$ cat src/include/ntt_cfg.svh
/*
 * Configuration macros for the masked inverse-NTT butterfly:
 * modulus, coefficient width, multiplier pipeline depth and
 * output buffer depth.
 */

`ifndef NTT_CFG_SVH
`define NTT_CFG_SVH

// ML-DSA prime, 2^23 - 2^13 + 1
`define NTT_Q 23'd8380417

// one coefficient modulo q
`define NTT_COEFF_W 23

// multiplier depth: product stage plus reduction stages, at least 2
`define NTT_MUL_STAGES 3

// result FIFO entries
`define NTT_OBUF_DEPTH 2

`endif

$ cat src/rtl/ntt_masked_pkg.sv
/*
 * Types for the masked butterfly: coefficient, two-share pair,
 * input and output bundles, and the modular add/sub helpers
 * shared by the input stage and the butterfly.
 */

`include "ntt_cfg.svh"

package ntt_masked_pkg;

    typedef logic [`NTT_COEFF_W-1:0] coeff_t;

    // value carried is share0 + share1 mod q
    typedef struct packed {
        coeff_t share0;
        coeff_t share1;
    } masked_coeff_t;

    typedef struct packed {
        masked_coeff_t u;
        masked_coeff_t v;
        coeff_t        w;
        coeff_t        rnd;
    } bfu_in_t;

    typedef struct packed {
        masked_coeff_t u;
        masked_coeff_t v;
    } bfu_out_t;

    // operands are already reduced, so one correction is enough
    function automatic coeff_t mod_add(input coeff_t a, input coeff_t b);
        logic [`NTT_COEFF_W:0] s;
        s = {1'b0, a} + {1'b0, b};
        if (s >= {1'b0, `NTT_Q}) begin
            s = s - {1'b0, `NTT_Q};
        end
        return s[`NTT_COEFF_W-1:0];
    endfunction

    function automatic coeff_t mod_sub(input coeff_t a, input coeff_t b);
        logic [`NTT_COEFF_W:0] d;
        d = {1'b0, a} - {1'b0, b};
        if (a < b) begin
            d = d + {1'b0, `NTT_Q};
        end
        return d[`NTT_COEFF_W-1:0];
    endfunction

endpackage

$ cat src/rtl/butterfly_out_buffer.sv
/*
 * Result FIFO on the output handshake.
 * Also produces the pipeline advance, so a result never
 * arrives while every entry is taken.
 */

`timescale 1ns/10ps

`include "ntt_cfg.svh"

module butterfly_out_buffer (
    input  logic                     clk,
    input  logic                     reset_n,
    input  logic                     zeroize_i,
    input  logic                     valid_i,
    input  ntt_masked_pkg::bfu_out_t data_i,
    output logic                     advance_o,
    output logic                     out_valid_o,
    input  logic                     out_ready_i,
    output ntt_masked_pkg::bfu_out_t out_data_o
);

    import ntt_masked_pkg::*;

    localparam int DEPTH = `NTT_OBUF_DEPTH;
    localparam int PTR_W = (DEPTH > 1) ? $clog2(DEPTH) : 1;
    localparam int CNT_W = $clog2(DEPTH + 1);

    bfu_out_t         mem_q [DEPTH];
    logic [PTR_W-1:0] wr_ptr_q;
    logic [PTR_W-1:0] rd_ptr_q;
    logic [CNT_W-1:0] count_q;
    logic             push;
    logic             pop;

    function automatic logic [PTR_W-1:0] ptr_next(input logic [PTR_W-1:0] p);
        return (p == PTR_W'(DEPTH - 1)) ? '0 : p + 1'b1;
    endfunction

    // full is fine as long as the head leaves this cycle
    assign advance_o   = (count_q != CNT_W'(DEPTH)) || out_ready_i;
    assign out_valid_o = (count_q != '0);
    assign out_data_o  = mem_q[rd_ptr_q];

    assign push = valid_i && advance_o;
    assign pop  = out_valid_o && out_ready_i;

    always_ff @(posedge clk or negedge reset_n) begin
        if (!reset_n) begin
            wr_ptr_q <= '0;
            rd_ptr_q <= '0;
            count_q  <= '0;
        end
        else if (zeroize_i) begin
            wr_ptr_q <= '0;
            rd_ptr_q <= '0;
            count_q  <= '0;
        end
        else begin
            if (push) begin
                wr_ptr_q <= ptr_next(wr_ptr_q);
            end
            if (pop) begin
                rd_ptr_q <= ptr_next(rd_ptr_q);
            end
            case ({push, pop})
                2'b10:   count_q <= count_q + 1'b1;
                2'b01:   count_q <= count_q - 1'b1;
                default: count_q <= count_q;
            endcase
        end
    end

    // entries hold shares, cleared on zeroize
    always_ff @(posedge clk or negedge reset_n) begin
        if (!reset_n) begin
            for (int i = 0; i < DEPTH; i++) begin
                mem_q[i] <= '0;
            end
        end
        else if (zeroize_i) begin
            for (int i = 0; i < DEPTH; i++) begin
                mem_q[i] <= '0;
            end
        end
        else if (push) begin
            mem_q[wr_ptr_q] <= data_i;
        end
    end

endmodule

$ cat config.mk
export PLATFORM = sky130hd
export DESIGN_NAME = butterfly_out_buffer
export DESIGN_NICKNAME = d
export VERILOG_FILES = /design/src/rtl/ntt_masked_pkg.sv /design/src/rtl/butterfly_out_buffer.sv
export VERILOG_INCLUDE_DIRS = /design/src /design/src/include
export SDC_FILE = /design/constraint.sdc
export NUM_CORES = 1
export LEC_CHECK = 0
export ABC_AREA = 1
export BUFFER_PORTS_ARGS = -buffer_cell sky130_fd_sc_hd__buf_4
export CAP_MARGIN = 20
export CORE_ASPECT_RATIO = 1.25
export CORE_UTILIZATION = 46
export CTS_CLUSTER_SIZE = 10
export DETAILED_ROUTE_END_ITERATION = 12
export PLACE_DENSITY_LB_ADDON = 0.15
export SLEW_MARGIN = 20
export SYNTH_ARGS = -nofsm -noshare
export SYNTH_HDL_FRONTEND = slang
export SYNTH_SLANG_ARGS = --single-unit
export TNS_END_PERCENT = 5
$ cat constraint.sdc
create_clock -name clk -period 1.68 [get_ports clk]
set_clock_uncertainty 0.1 [all_clocks]
set_input_delay 0.168 -clock clk [delete_from_list [all_inputs] [get_ports clk]]
set_output_delay 0.168 -clock clk [all_outputs]
set_load 0.02 [all_outputs]
==> metrics.md <==
| Metric | Value |
|---|---|
| Clk slew on worst S/H paths | 70 ps |
| Yosys reg bits | around 190 |
| Initial antenna violation count | 1 |
| Xor/xnor share of the synthesized area | 0% |
| Power Total | 12.94 mW |
| Non-filler cells, final | ~1700 |
| Violated checks | setup timing |
| Fin. max-slew vios | 0 |
| Antenna Nets Post-Route | 0 |
| Max-slew headroom | a little over three fifths |
| Vias | 8253 |
| Nets | ~1500 |
| Port bufs | 190 |
| Worst-Skew Late Latency | 430 ps |
| Leakage | approximately 6.4 nW |
| Placed insts | about 1500 |
| CTS Sinks | 188 |
| Worst Path Max Fanout | 13 |
| Min Clock Period, post-route | roughly 1900 ps |
| Crit end category | output pin |
| Worst path top cell family by delay | flip-flops |
| Worst path max stage delay | around 550 ps |
| Share of layout cells above drive strength 1 | ~28% |
| Status | finished, violations left |
| Multi-input logic area | between 3000 and 4000 um2 |
| Worst-path cell chain | clkinv_8 > clkbuf_16 > nand2_1 > nand2_1 > buf_4 |
| Clock Path Buffers | 2 |
| Required time of the critical path | 1410 ps |
| Root Buffer | clkbuf_16 |
| DR pass1 iterations | 5 |
| Critical path launch point type | register |
| # setup viols final | between 90 and 100 |
| Syn nets | between 1000 and 1500 |
| Compound-Gate Fraction of Synth Area | 10.49% |
| Fmax | approximately 0.54 GHz |
| Die area | 20270 um2 |
| Simple-Gate Fraction of Synth Area | between 30% and 40% |
| RSZ-0062 raised after global routing | yes |
| Final Hold Vio Count | 0 |
| Slack of the critical path | -180.2 ps |
| Maxcap violations | 0 |
| CTS buffer count | 17 |
| Post-route cell area | ~13000 um2 |
| Min-Delay Path Class | in2reg |
| Crit share post-route | 110.7% |
| Least-Margin Pin Slew | 555.0 ps |
| Fillers | about 1700 |
| Post-Synth Adder-Cell Area | 0% |
| Global route overflow | 0 |
| Sequential cell area fraction in the yosys report | between 50 and 60% |
| Synth area leaders | dfrtp_1, nand2_1, o21ai_2 |
| Worst vdd ir | 0.6931 mV |
| CTS tree | built |
| FP Rows | between 50 and 60 |
| Drt initial violations | around 570 |
| Yosys top cell by area | dfrtp_1 |
| Mapped Area | 9061 um2 |
| First-pass GRT wire length | a little under 40000 um |
| Largest family of logic cells by synthesized area | simple AND/OR/NAND/NOR gates |
| Synth top area share | between 50% and 60% |
| Core Box Area | ~19000 um2 |
| Mean routed wirelength per cell | between 15 and 20 um |
| CP Class | reg2out |
| Post-detail-place hpwl | roughly 14000 um |
| Total track usage | roughly a quarter |
| # IOs | between 150 and 200 |
| Via density | around 4.9 |
| Area after DPL | between 10000 and 15000 um2 |
| Initial Util | a little under half |
| CP max stage cell | dfrtp_4 |
| Drc violations | 0 |
| CP arrival | between 1500 and 2000 ps |
| Synth unique cells | 21 |
| Die height | ~160 um |
| YS warnings | 0 |
| CTS H-tree depth | 4 |
| PD cells | between 1000 and 1500 nW/um2 |
| Register area | approximately 4700 um2 |
| Syn_area_per_cell | ~8.0 um2 |
| Die Span X | 127.5 um |
| Routability cong. | around 0.77 |
| Dpl ws | ~110 ps |
| Syn-to-layout area delta | 41.16% |
| Drt total wl | about 26000 um |
| Mapped Cells | approximately 1100 |
| Largest net degree at the start of global routing | between 90 and 100 |
| # Post-CTS Setup Buffers | 0 |
| CP dominant cell by count | nand2_1 |
| Bufs and invs on worst path | 3 |
| Vias in the first global route | around 8000 |
| Mux share of post-synthesis cell area | 0% |
[area by class of cell]
class	count	area share (%)
clock buffers	17	3.326
inverters	10	0.3913
clock inverters	13	1.497
diodes	1	0.01956
repair inverters	1	0.06847
repair buffers	322	24.68
flip-flops and latches	188	36.81
multi-input cells	855	30.62
well taps	265	2.592
[cell families (layout without fill, tap and decap cells)]
kind of cell	Yosys count	in the layout
AND/OR/NAND/NOR	724	724
flip-flops	188	188
AO/OA/AOI/OAI	131	131
buffers and inverters	89	363
other	0	1
[worst min-delay path: stages]
cell and delay [ps]:
buf_4 130, inv_1 120, nand3_1 100, nand2_1 50
[timing repair]
action / 4_1_cts / 5_1_grt
endpoints found under the setup margin: 92 / 100
hold buffers: 95 / 0
endpoints found under the hold margin: 374 / 0
gates resized for setup: 3 / 71
cloned: 2 / 8
[layout by cell type, fill, tap and decap left out, drive strengths merged]
master	netlist	routed
o21ai	129	129
dfrtp	188	188
diode	0	1
nand2	657	657
nand3	64	64
clkbuf	21	24
nand4	1	1
buf	58	220
nor2	2	2
clkinvlp	0	1
a21oi	1	1
o211ai	1	1
bufinv	0	4
inv	10	14
clkinv	0	5
dlygate4sd3	0	95
[registers in the layout (all words and copies together), names as in the netlist]
register / flops
mem_q: 184
count_q: 2
rd_ptr_q: 1
wr_ptr_q: 1
[per-layer routing]
metal | vias up | GRT usage, % | share of wire [%]
met5 | - | 0 | 0
met4 | 0 | 7.251 | 1.6
met3 | 26 | 4.346 | 4.6
met2 | 213 | 41.16 | 50
met1 | 3926 | 32.92 | 44
li1 | 4088 | - | -
[stage by stage]
stage	hold slack (ps)	TNS, ps	utilization (%)
finish	69.40	-14450	65.94
global route	88.73	-20130	65.94
CTS	52.20	-14490	63.81
detailed placement	18.89	0	55.42
global placement	19.05	0	55.42
floorplan	-227.6	0	-
[power by group]
part / total, mW / internal (mW) / leakage [nW] / switching [mW]
sequential: 5.16 / 4.92 / 2.52 / 0.237
clock: 4.30 / 2.50 / 0.303 / 1.80
combinational: 3.48 / 1.46 / 3.62 / 2.02
total: 12.9 / 8.88 / 6.45 / 4.06
[path summary, 6_finish.rpt]
kind,startpoint,to,slack (ps),cells past startpoint
max,rd_ptr_q,out_data_o[32],-180,5
min,zeroize_i,count_q[1],70,4
min reg2reg,mem_q[122],mem_q[122],370,2
min in group asynchronous,reset_n,mem_q[55],130,2
max in group asynchronous,reset_n,mem_q[15],730,3
max reg2reg,count_q[1],mem_q[174],80,6
[synth_stat cells]
cell type    n
buf_2       23
o21ai_0     45
nand2_1    643
nand4_1      1
dfrtp_1    188
o211ai_1     1
nand2_4      3
buf_8        2
buf_1        9
nand3_2      1
inv_1        8
a21oi_1      1
nor2_1       2
o21ai_1      6
nand3_1     63
buf_4        4
buf_6       20
nand2_2     11
clkbuf_1    21
inv_2        2
o21ai_2     78
Note: power is estimated with default switching activity, not from simulation.
