[src/include/ntt_cfg.svh]
/*
 * Configuration macros for the masked inverse-NTT butterfly:
 * modulus, coefficient width, multiplier pipeline depth and
 * output buffer depth.
 */

`ifndef NTT_CFG_SVH
`define NTT_CFG_SVH

// ML-DSA prime, 2^23 - 2^13 + 1
`define NTT_Q 23'd8380417

// one coefficient modulo q
`define NTT_COEFF_W 23

// multiplier depth: product stage plus reduction stages, at least 2
`define NTT_MUL_STAGES 3

// result FIFO entries
`define NTT_OBUF_DEPTH 2

`endif

[src/rtl/ntt_masked_pkg.sv]
/*
 * Types for the masked butterfly: coefficient, two-share pair,
 * input and output bundles, and the modular add/sub helpers
 * shared by the input stage and the butterfly.
 */

`include "ntt_cfg.svh"

package ntt_masked_pkg;

    typedef logic [`NTT_COEFF_W-1:0] coeff_t;

    // value carried is share0 + share1 mod q
    typedef struct packed {
        coeff_t share0;
        coeff_t share1;
    } masked_coeff_t;

    typedef struct packed {
        masked_coeff_t u;
        masked_coeff_t v;
        coeff_t        w;
        coeff_t        rnd;
    } bfu_in_t;

    typedef struct packed {
        masked_coeff_t u;
        masked_coeff_t v;
    } bfu_out_t;

    // operands are already reduced, so one correction is enough
    function automatic coeff_t mod_add(input coeff_t a, input coeff_t b);
        logic [`NTT_COEFF_W:0] s;
        s = {1'b0, a} + {1'b0, b};
        if (s >= {1'b0, `NTT_Q}) begin
            s = s - {1'b0, `NTT_Q};
        end
        return s[`NTT_COEFF_W-1:0];
    endfunction

    function automatic coeff_t mod_sub(input coeff_t a, input coeff_t b);
        logic [`NTT_COEFF_W:0] d;
        d = {1'b0, a} - {1'b0, b};
        if (a < b) begin
            d = d + {1'b0, `NTT_Q};
        end
        return d[`NTT_COEFF_W-1:0];
    endfunction

endpackage

[src/rtl/masked_operand_in.sv]
/*
 * Input holding register with valid/ready.
 * Refreshes the masks of u and v with the fresh random word
 * as the operation is captured.
 */

`timescale 1ns/10ps

`include "ntt_cfg.svh"

module masked_operand_in (
    input  logic                    clk,
    input  logic                    reset_n,
    input  logic                    zeroize_i,
    input  logic                    in_valid_i,
    output logic                    in_ready_o,
    input  ntt_masked_pkg::bfu_in_t in_data_i,
    input  logic                    advance_i,
    output logic                    op_valid_o,
    output ntt_masked_pkg::bfu_in_t op_data_o
);

    import ntt_masked_pkg::*;

    logic    valid_q;
    bfu_in_t data_q;
    logic    capture;

    // a held operation leaves on advance, so a new one may enter then
    assign in_ready_o = advance_i || !valid_q;
    assign capture    = in_valid_i && in_ready_o;

    assign op_valid_o = valid_q;
    assign op_data_o  = data_q;

    always_ff @(posedge clk or negedge reset_n) begin
        if (!reset_n) begin
            valid_q <= 1'b0;
            data_q  <= '0;
        end
        else if (zeroize_i) begin
            valid_q <= 1'b0;
            data_q  <= '0;
        end
        else if (capture) begin
            valid_q <= 1'b1;
            // +rnd on share0, -rnd on share1 keeps each unmasked value
            data_q.u.share0 <= mod_add(in_data_i.u.share0, in_data_i.rnd);
            data_q.u.share1 <= mod_sub(in_data_i.u.share1, in_data_i.rnd);
            data_q.v.share0 <= mod_add(in_data_i.v.share0, in_data_i.rnd);
            data_q.v.share1 <= mod_sub(in_data_i.v.share1, in_data_i.rnd);
            data_q.w        <= in_data_i.w;
            data_q.rnd      <= in_data_i.rnd;
        end
        else if (advance_i) begin
            valid_q <= 1'b0;
        end
    end

endmodule

[config.mk]
export PLATFORM = sky130hd
export DESIGN_NAME = masked_operand_in
export DESIGN_NICKNAME = d
export VERILOG_FILES = /design/src/rtl/ntt_masked_pkg.sv /design/src/rtl/masked_operand_in.sv
export VERILOG_INCLUDE_DIRS = /design/src /design/src/include
export SDC_FILE = /design/constraint.sdc
export NUM_CORES = 1
export LEC_CHECK = 0
export ABC_AREA = 1
export BUFFER_PORTS_ARGS = -buffer_cell sky130_fd_sc_hd__buf_4
export CAP_MARGIN = 20
export CORE_MARGIN = 2
export CORE_UTILIZATION = 35
export CTS_BUF_LIST = sky130_fd_sc_hd__clkbuf_4 sky130_fd_sc_hd__clkbuf_8 sky130_fd_sc_hd__clkbuf_16
export CTS_CLUSTER_SIZE = 12
export DETAILED_ROUTE_END_ITERATION = 6
export PLACE_DENSITY_LB_ADDON = 0.2
export SLEW_MARGIN = 0
export SYNTH_ARGS = -nofsm -noshare
export SYNTH_HDL_FRONTEND = slang
export SYNTH_SLANG_ARGS = --single-unit
[constraint.sdc]
create_clock -name clk -period 1.35 [get_ports clk]
set_input_delay 0 -clock clk [delete_from_list [all_inputs] [get_ports clk]]
set_output_delay 0 -clock clk [all_outputs]
set_load 0.02 [all_outputs]
==> summary.md, run 1 <==
| Metric | Value |
|---|---|
| Status | `finished, violations left` |
| Failing checks | `negative hold slack, negative setup slack` |
| Die height | `200.3 µm` |
| Kind of cell adding the most delay to the critical path | `simple AND/OR/NAND/NOR gates` |
| Gr usage total | `0.2790` |
| Detailed Route WL | `60200 µm` |
| First-pass DRT Iterations | `5` |
| Post-route ant nets | `0` |
| RSZ-0062 raised after global routing | `true` |
| CTS HTree Levels | `4` |
| Max-slew violations | `0` |
| Arrival time at the worst endpoint | `2440 ps` |
| Clock buffer depth | `2` |
| Fmax | `0.4796 GHz` |
| Mapped Cells | `2176` |
| FF+latch count, synth | `139` |
| Most frequent cells in the layout | `buf_4 (698), nand2_1 (644), inv_1 (235)` |
| CTS root buf | `clkbuf_16` |
| Die ar. | `0.04011 mm²` |
| Drt drc | `0` |
| Pre-CTS WS | `-1330 ps` |
| Worst Setup Path Type | `primary input to flip-flop` |
| Final #Nets | `3230` |
| Hold crit path type | `primary input to flip-flop` |
| Most used cell, CP | `nand3_1` |
| Final GP Congestion | `0.9047` |
| Initial antenna violation count | `4` |
| Actual slew at the worst max-slew pin | `543.7 ps` |
| First-pass GRT wire length | `89310 µm` |
| Mapped cell area | `0.01348 mm²` |
| Crit-path slowest cell | `fa_2` |
| Static leakage | `0.01284 µW` |
| Fill cells | `3233` |
| Final WS setup | `-735.3 ps` |
| Buffers on Ports | `282` |
| Ys async rst share | `1.000` |
| Final TNS setup | `-56120 ps` |
| Final setup violation count | `132` |
| Crit path largest cell delay | `380 ps` |
| Post-Syn Nets | `2421` |
| Iter 0 DRT Violations | `888` |
| Overflow after GRT | `0` |
| CP Launch Type | `primary input` |
| Top_reg_cell synth | `dfrtp_1` |
| Reg2Reg Setup Slack | `-120 ps` |
| Layout cells sized above 1 | `0.4740` |
| Design area | `0.02492 mm²` |
| Vias in the first global route | `17230` |
| Area contributors post-synth | `dfrtp_1 (26%), nand2_1 (23%), ha_1 (9.1%)` |
| Largest net degree at the start of global routing | `40` |
| Commonest non-fill, non-tap cell in the layout | `buf_4` |
| Register area share after synthesis | `0.2580` |
| Top cell type's share of synthesized area | `0.2580` |
| VDD IR max | `0.6928 mV` |
| TritonCTS clock tree | `done` |
| Number of flops mapped to enable cells by yosys | `0` |
| Boundary pin count | `283` |
| Critical Path RT | `1700 ps` |
| Slew Limit Headroom | `0.6349` |
| Minimum hold slack | `-5.347 ps` |
| Row Count | `71` |
| CTS clk-pin slew, worst paths | `60 ps` |
| Critical Path Sink Type | `flip-flop` |
| Post-Syn Area per Cell | `6.196 µm²` |
| CTS Sinks | `139` |
| Die X | `200.3 µm` |
| Initial Util | `0.3563` |
| Cell variety after synth | `43` |
| Final hold vios | `1` |
| CP cell instances | `buf_12 -> ha_4 -> fa_2 -> nand2_4 -> nand2_4 -> nand3_4 -> buf_4 -> nand3_1 -> nand2_2 -> nand2_1 -> nor2_2 -> nand3_1 -> nand3_1 -> nand3_2 -> nand2_4 -> nand2_8 -> buf_12 -> buf_16 -> nand2_2 -> nand2_1 -> nand3_1 -> nand2_1` |
| Final HPWL DP | `43300 µm` |
| Core Area | `0.03784 mm²` |
| Vias per cell | `5.003` |
| TritonCTS Buffers | `17` |
| Clock latency on the worst-skew pair | `460 ps` |
| Final worst-path cycle share | `1.545` |
| Area delta synth->final | `84.79%` |
| Fin Clk Skew | `10.78 ps` |
| Vias | `17570` |
| Crit-path max FO | `8` |
| Minimum clock period | `2085 ps` |
| Area post-placement | `0.02006 mm²` |
| YS warnings | `0` |
| Area leader, netlist | `dfrtp_1` |
| Max capacitance violation total | `0` |
| WL per Instance | `17.14 µm` |
| Buf+Inv Stages, Crit Path | `4` |
| Pwr Density | `858.6 mW/mm²` |
## state kept, by name (all words and copies together), names as in the netlist
name,cells
op_data_o,138
op_valid_o,1
## cells in the mapped netlist, types with 6 or more instances
library cell	n
o21ai_0	92
inv_2	9
nor2_1	164
ha_1	98
clkbuf_1	23
dfrtp_1	139
nand2_1	820
buf_6	8
nand4_1	37
nand2_2	19
inv_1	264
nand3_2	7
xor2_1	14
o21ai_1	10
nand3b_1	25
a22o_1	24
nor3_1	30
nand3_1	206
buf_2	9
a21o_1	8
xnor2_1	15
nor2_2	7
a21oi_1	97
o21bai_1	6
## report_power, final
| part | total, µW | internal [µW] | leakage [µW] | switching, µW |
|---|---|---|---|---|
| clock network | 4650 | 2550 | 0.000271 | 2100 |
| logic | 11900 | 5580 | 0.0107 | 6300 |
| registers | 4860 | 4560 | 0.00185 | 296 |
| total | 21400 | 12700 | 0.0128 | 8690 |
## per-stage QoR
stage / total power, µW / util / hold WS, ps / cells
after floorplan: 9661 / - / -295.6 / 2176
after global placement: 14060 / 0.5301 / -44.46 / 3352
after detailed placement: 14190 / 0.5301 / -46.83 / 3352
after CTS: 20300 / 0.6132 / 2.718 / 3478
after global routing: 22620 / 0.6584 / 5.244 / 3512
final: 21390 / 0.6584 / -5.347 / 3512
## worst reg2reg max path, stage by stage (launching register included)
cell and delay, ps:
dfrtp_2 430, nand2_4 80, nand2_4 60, nor2_4 150, buf_4 410, nand3_2 180
nand2_1 90
## cell families after synthesis
logic type,Yosys count,share of synthesized area
AOI/OAI and AO/OA,256,0.1091
xor gates and xnor gates,31,0.02125
adders and majority gates,102,0.09688
buffers and inverters,314,0.09271
DFF,139,0.2580
and+or+nand+nor,1334,0.4220
## layout make-up
cell class / count / area [µm²] / share of cell area
clock buffer: 17 / 425.4 / 0.01707
multi-input combinational: 1723 / 11800 / 0.4736
clock inverter: 15 / 141.4 / 0.005675
timing repair buffer: 830 / 7312 / 0.2935
sequential: 139 / 3480 / 0.1397
antenna: 3 / 7.507 / 0.0003013
tap: 511 / 639.4 / 0.02566
inverter: 274 / 1110 / 0.04454
## per-layer routing
metal | GRT usage | up-vias | wire (µm)
met2 | 0.4812 | 466 | 29340
met1 | 0.3473 | 8298 | 25840
met3 | 0.04458 | 136 | 2525
met4 | 0.1127 | 0 | 2496
met5 | 0 | - | 0
li1 | - | 8670 | -
## worst paths after layout
path | startpoint | end | cells after the start
worst max register to register | op_valid_o$_DFFE_PN0P_ | op_data_o[137]$_DFFE_PN0P_ | 6
max in group asynchronous | reset_n | op_data_o[91]$_DFFE_PN0P_ | 3
min in group asynchronous | reset_n | op_data_o[52]$_DFFE_PN0P_ | 2
worst max-delay path | in_data_i[0] | op_data_o[81]$_DFFE_PN0P_ | 22
worst min-delay path | in_data_i[22] | op_data_o[22]$_DFFE_PN0P_ | 3
worst min register to register | op_data_o[65]$_DFFE_PN0P_ | op_data_o[65]$_DFFE_PN0P_ | 2
## what timing repair did
action,4_1_cts,5_1_grt
hold buffers,35,3
cloned,9,10
pin swaps,131,178
endpoints found under the hold margin,172,3
gates resized for setup,331,342
setup endpoints to repair,116,137
setup buffers,53,28
No activity file was read; power rests on OpenSTA's default activity.
==> run 2, diff against run 1 <==
--- a/config.mk
+++ b/config.mk
@@ -9,7 +9,7 @@
 export ABC_AREA = 1
 export BUFFER_PORTS_ARGS = -buffer_cell sky130_fd_sc_hd__buf_4
 export CAP_MARGIN = 20
-export CORE_MARGIN = 2
+export CORE_MARGIN = 5
 export CORE_UTILIZATION = 35
 export CTS_BUF_LIST = sky130_fd_sc_hd__clkbuf_4 sky130_fd_sc_hd__clkbuf_8 sky130_fd_sc_hd__clkbuf_16
 export CTS_CLUSTER_SIZE = 12
==> run 2 against run 1 <==
Compared with the run above:
- the flow still finishes with violations (negative hold slack, negative setup slack)
- via count up 1.4%
- sequential share of layout area down 0.22 points
- first-iteration DRC count down 4.4%
- core utilization up 1.1 points
- worst hold slack worse by 14 ps
- critical path type unchanged
==> summary.md, run 2 (synthesized netlist as in run 1, its figures left out) <==
| Metric | Value |
|---|---|
| Status | `finished, violations left` |
| Failing checks | `negative hold slack, negative setup slack` |
| Layout cells sized above 1 | `0.5059 (+0.03196)` |
| RSZ-0062 raised after global routing | `true` |
| CTS Sinks | `139 (unchanged)` |
| Static leakage | `0.01296 µW (+0.94%)` |
| Wl on met1 | `25830 µm (about the same)` |
| Routed wl met2 | `31020 µm (+5.7%)` |
| Final setup violation count | `135 (+2.3%)` |
| Worst Reg2Reg Path Length in Cells | `10 (+4)` |
| Final GP Congestion | `0.9417 (+4.1%)` |
| CTS root buf | `clkbuf_16` |
| Arrival time at the worst endpoint | `2400 ps (-40 ps)` |
| Area occupied by multi-input gates | `0.01201 mm² (+1.8%)` |
| Post-layout util | `0.6690 (+0.01061)` |
| Final #Nets | `3260 (+0.93%)` |
| Final HPWL DP | `44690 µm (+3.2%)` |
| Layout Cells excl Fill | `3541 (+0.83%)` |
| Most used cell, CP | `nand2_4` |
| Largest net degree at the start of global routing | `78 (+95%)` |
| CTS HTree Levels | `4 (unchanged)` |
| CTS clk-pin slew, worst paths | `70 ps (about the same)` |
| Fmax | `0.4860 GHz (+1.4%)` |
| Met3 wire length | `3280 µm (+30%)` |
| Die height | `206.3 µm (+3.0%)` |
| Final TNS setup | `-58470 ps (-2351 ps)` |
| Max capacitance violation total | `0 (unchanged)` |
| Commonest non-fill, non-tap cell in the layout | `buf_4` |
| CP Launch Type | `primary input` |
| Die X | `206.3 µm (+3.0%)` |
| First-pass DRT Iterations | `5 (unchanged)` |
| Iter 0 DRT Violations | `849 (-4.4%)` |
| Vias in the first global route | `17670 (+2.6%)` |
| Crit-path slowest cell | `fa_2` |
| Final WS setup | `-707.4 ps (+27.86 ps)` |
| Vias per cell | `5.033 (+0.60%)` |
| Sequential Area | `0.003480 mm² (unchanged)` |
| Area delta synth->final | `87.77%` |
| Clock buffer depth | `2 (unchanged)` |
| Final worst-path cycle share | `1.524 (-0.02064)` |
| Crit path largest cell delay | `380 ps (about the same)` |
| Initial antenna violation count | `2 (-2)` |
| Clock latency on the worst-skew pair | `450 ps (about the same)` |
| Max-slew violations | `0 (unchanged)` |
| Critical Path Sink Type | `flip-flop` |
| Hold crit path type | `primary input to asynchronous set/reset pin` |
| Buffers on Ports | `282 (unchanged)` |
| Row Count | `71 (unchanged)` |
| Kind of cell adding the most delay to the critical path | `simple AND/OR/NAND/NOR gates` |
| Crit-path max FO | `8 (unchanged)` |
| Most frequent cells in the layout | `buf_4 (721), nand2_1 (602), inv_1 (228)` |
| Boundary pin count | `283 (unchanged)` |
| VDD IR max | `0.5804 mV (-16%)` |
| First-pass GRT wire length | `91240 µm (+2.2%)` |
| TritonCTS Buffers | `17 (unchanged)` |
| TritonCTS clock tree | `done` |
| Gr usage total | `0.2707 (-0.008362)` |
| Vias | `17820 (+1.4%)` |
| Largest register FFs | `138 (unchanged)` |
| Worst Setup Path Type | `primary input to flip-flop` |
| Minimum hold slack | `-19.80 ps (-14.45 ps)` |
| Pre-CTS WS | `-1276 ps (+53.73 ps)` |
| Initial Util | `0.3563 (unchanged)` |
| WL per Instance | `17.70 µm (+3.3%)` |
| CP Depth | `23 (+4.5%)` |
| Minimum clock period | `2057 ps (-27.86 ps)` |
| Fill cells | `3199 (-1.1%)` |
| Core Area | `0.03784 mm² (unchanged)` |
| Slew Limit Headroom | `0.5757 (-0.05926)` |
| Drt drc | `0 (unchanged)` |
| Critical Path RT | `1690 ps (about the same)` |
| Actual slew at the worst max-slew pin | `631.9 ps (+88.25 ps)` |
| Buf+Inv Stages, Crit Path | `4 (unchanged)` |
| Final hold vios | `15 (+14)` |
| Pwr Density | `862.6 mW/mm² (+0.47%)` |
| Inst Count DP | `3366 (+0.42%)` |
| Overflow after GRT | `0 (unchanged)` |
| Die ar. | `0.04255 mm² (+6.1%)` |
| Detailed Route WL | `62670 µm (+4.1%)` |
| Top Layer Used | `met4` |
| CP cell instances | `buf_12 -> ha_4 -> fa_2 -> nand2_4 -> nand2_4 -> nand3_4 -> nand2_4 -> nand2_4 -> nand3_2 -> nand2_2 -> nand2_1 -> nor2_2 -> inv_2 -> nand2_1 -> nand3_2 -> nand2_4 -> nand2_8 -> buf_12 -> buf_12 -> nand2_2 -> nand2_1 -> nand3_1 -> nand2_1` |
| Fin Clk Skew | `8.452 ps (-2.332 ps)` |
| Post-route ant nets | `0 (unchanged)` |
## run 2: area by class of cell
class | instances | area share
well taps | 511 | 0.02525
repair buffers | 860 | 0.2951
flip-flops and latches | 139 | 0.1374
multi-input cells | 1723 | 0.4743
diodes | 2 | 0.0001977
clock inverters | 13 | 0.004646
inverters | 274 | 0.04557
clock buffers | 19 | 0.01740
## run 2: worst paths after layout
| path | start | to | slack, ps |
|---|---|---|---|
| worst max-delay path | in_data_i[0] | op_data_o[75]$_DFFE_PN0P_ | -710 |
| worst min-delay path | reset_n | op_data_o[50]$_DFFE_PN0P_ | -20 |
| worst max register to register | op_valid_o$_DFFE_PN0P_ | op_data_o[115]$_DFFE_PN0P_ | -260 |
| worst min register to register | op_data_o[76]$_DFFE_PN0P_ | op_data_o[76]$_DFFE_PN0P_ | 470 |
| max in group asynchronous | reset_n | op_data_o[108]$_DFFE_PN0P_ | 800 |
| min in group clk | in_data_i[1] | op_data_o[1]$_DFFE_PN0P_ | 0 |
## run 2: timing repair
item	CTS	global route
pin swaps	173	180
resized for setup	414	363
hold buffers	33	1
gates cloned	8	10
endpoints found under the setup margin	99	151
setup buffers	69	36
endpoints found under the hold margin	169	1
## run 2: per-stage QoR
stage	area, µm²	power, µW
finish	25320	21840
global route	25320	23010
CTS	23620	20680
detailed placement	20150	14260
global placement	20150	14120
floorplan	14050	9661
## run 2: report_power, final
part	switching [µW]	internal (µW)	total, µW
sequential	289	4560	4850
clock	2140	2580	4720
combinational	6520	5740	12300
total	8950	12900	21800
## run 2: per-layer routing
metal	vias to the layer above	track usage
met5	-	0
li1	8725	-
met4	0	0.1055
met1	8446	0.3276
met3	148	0.04142
met2	503	0.4822
## run 2: worst register-to-register path, stage by stage (launching register included)
cell       delay (ps)
dfrtp_2           430
nand2_4           100
nand2_4            70
buf_6             130
nand2_8            90
clkinv_16         100
buf_12            160
buf_4             140
buf_6             140
nand2_1            70
o21ai_1            70
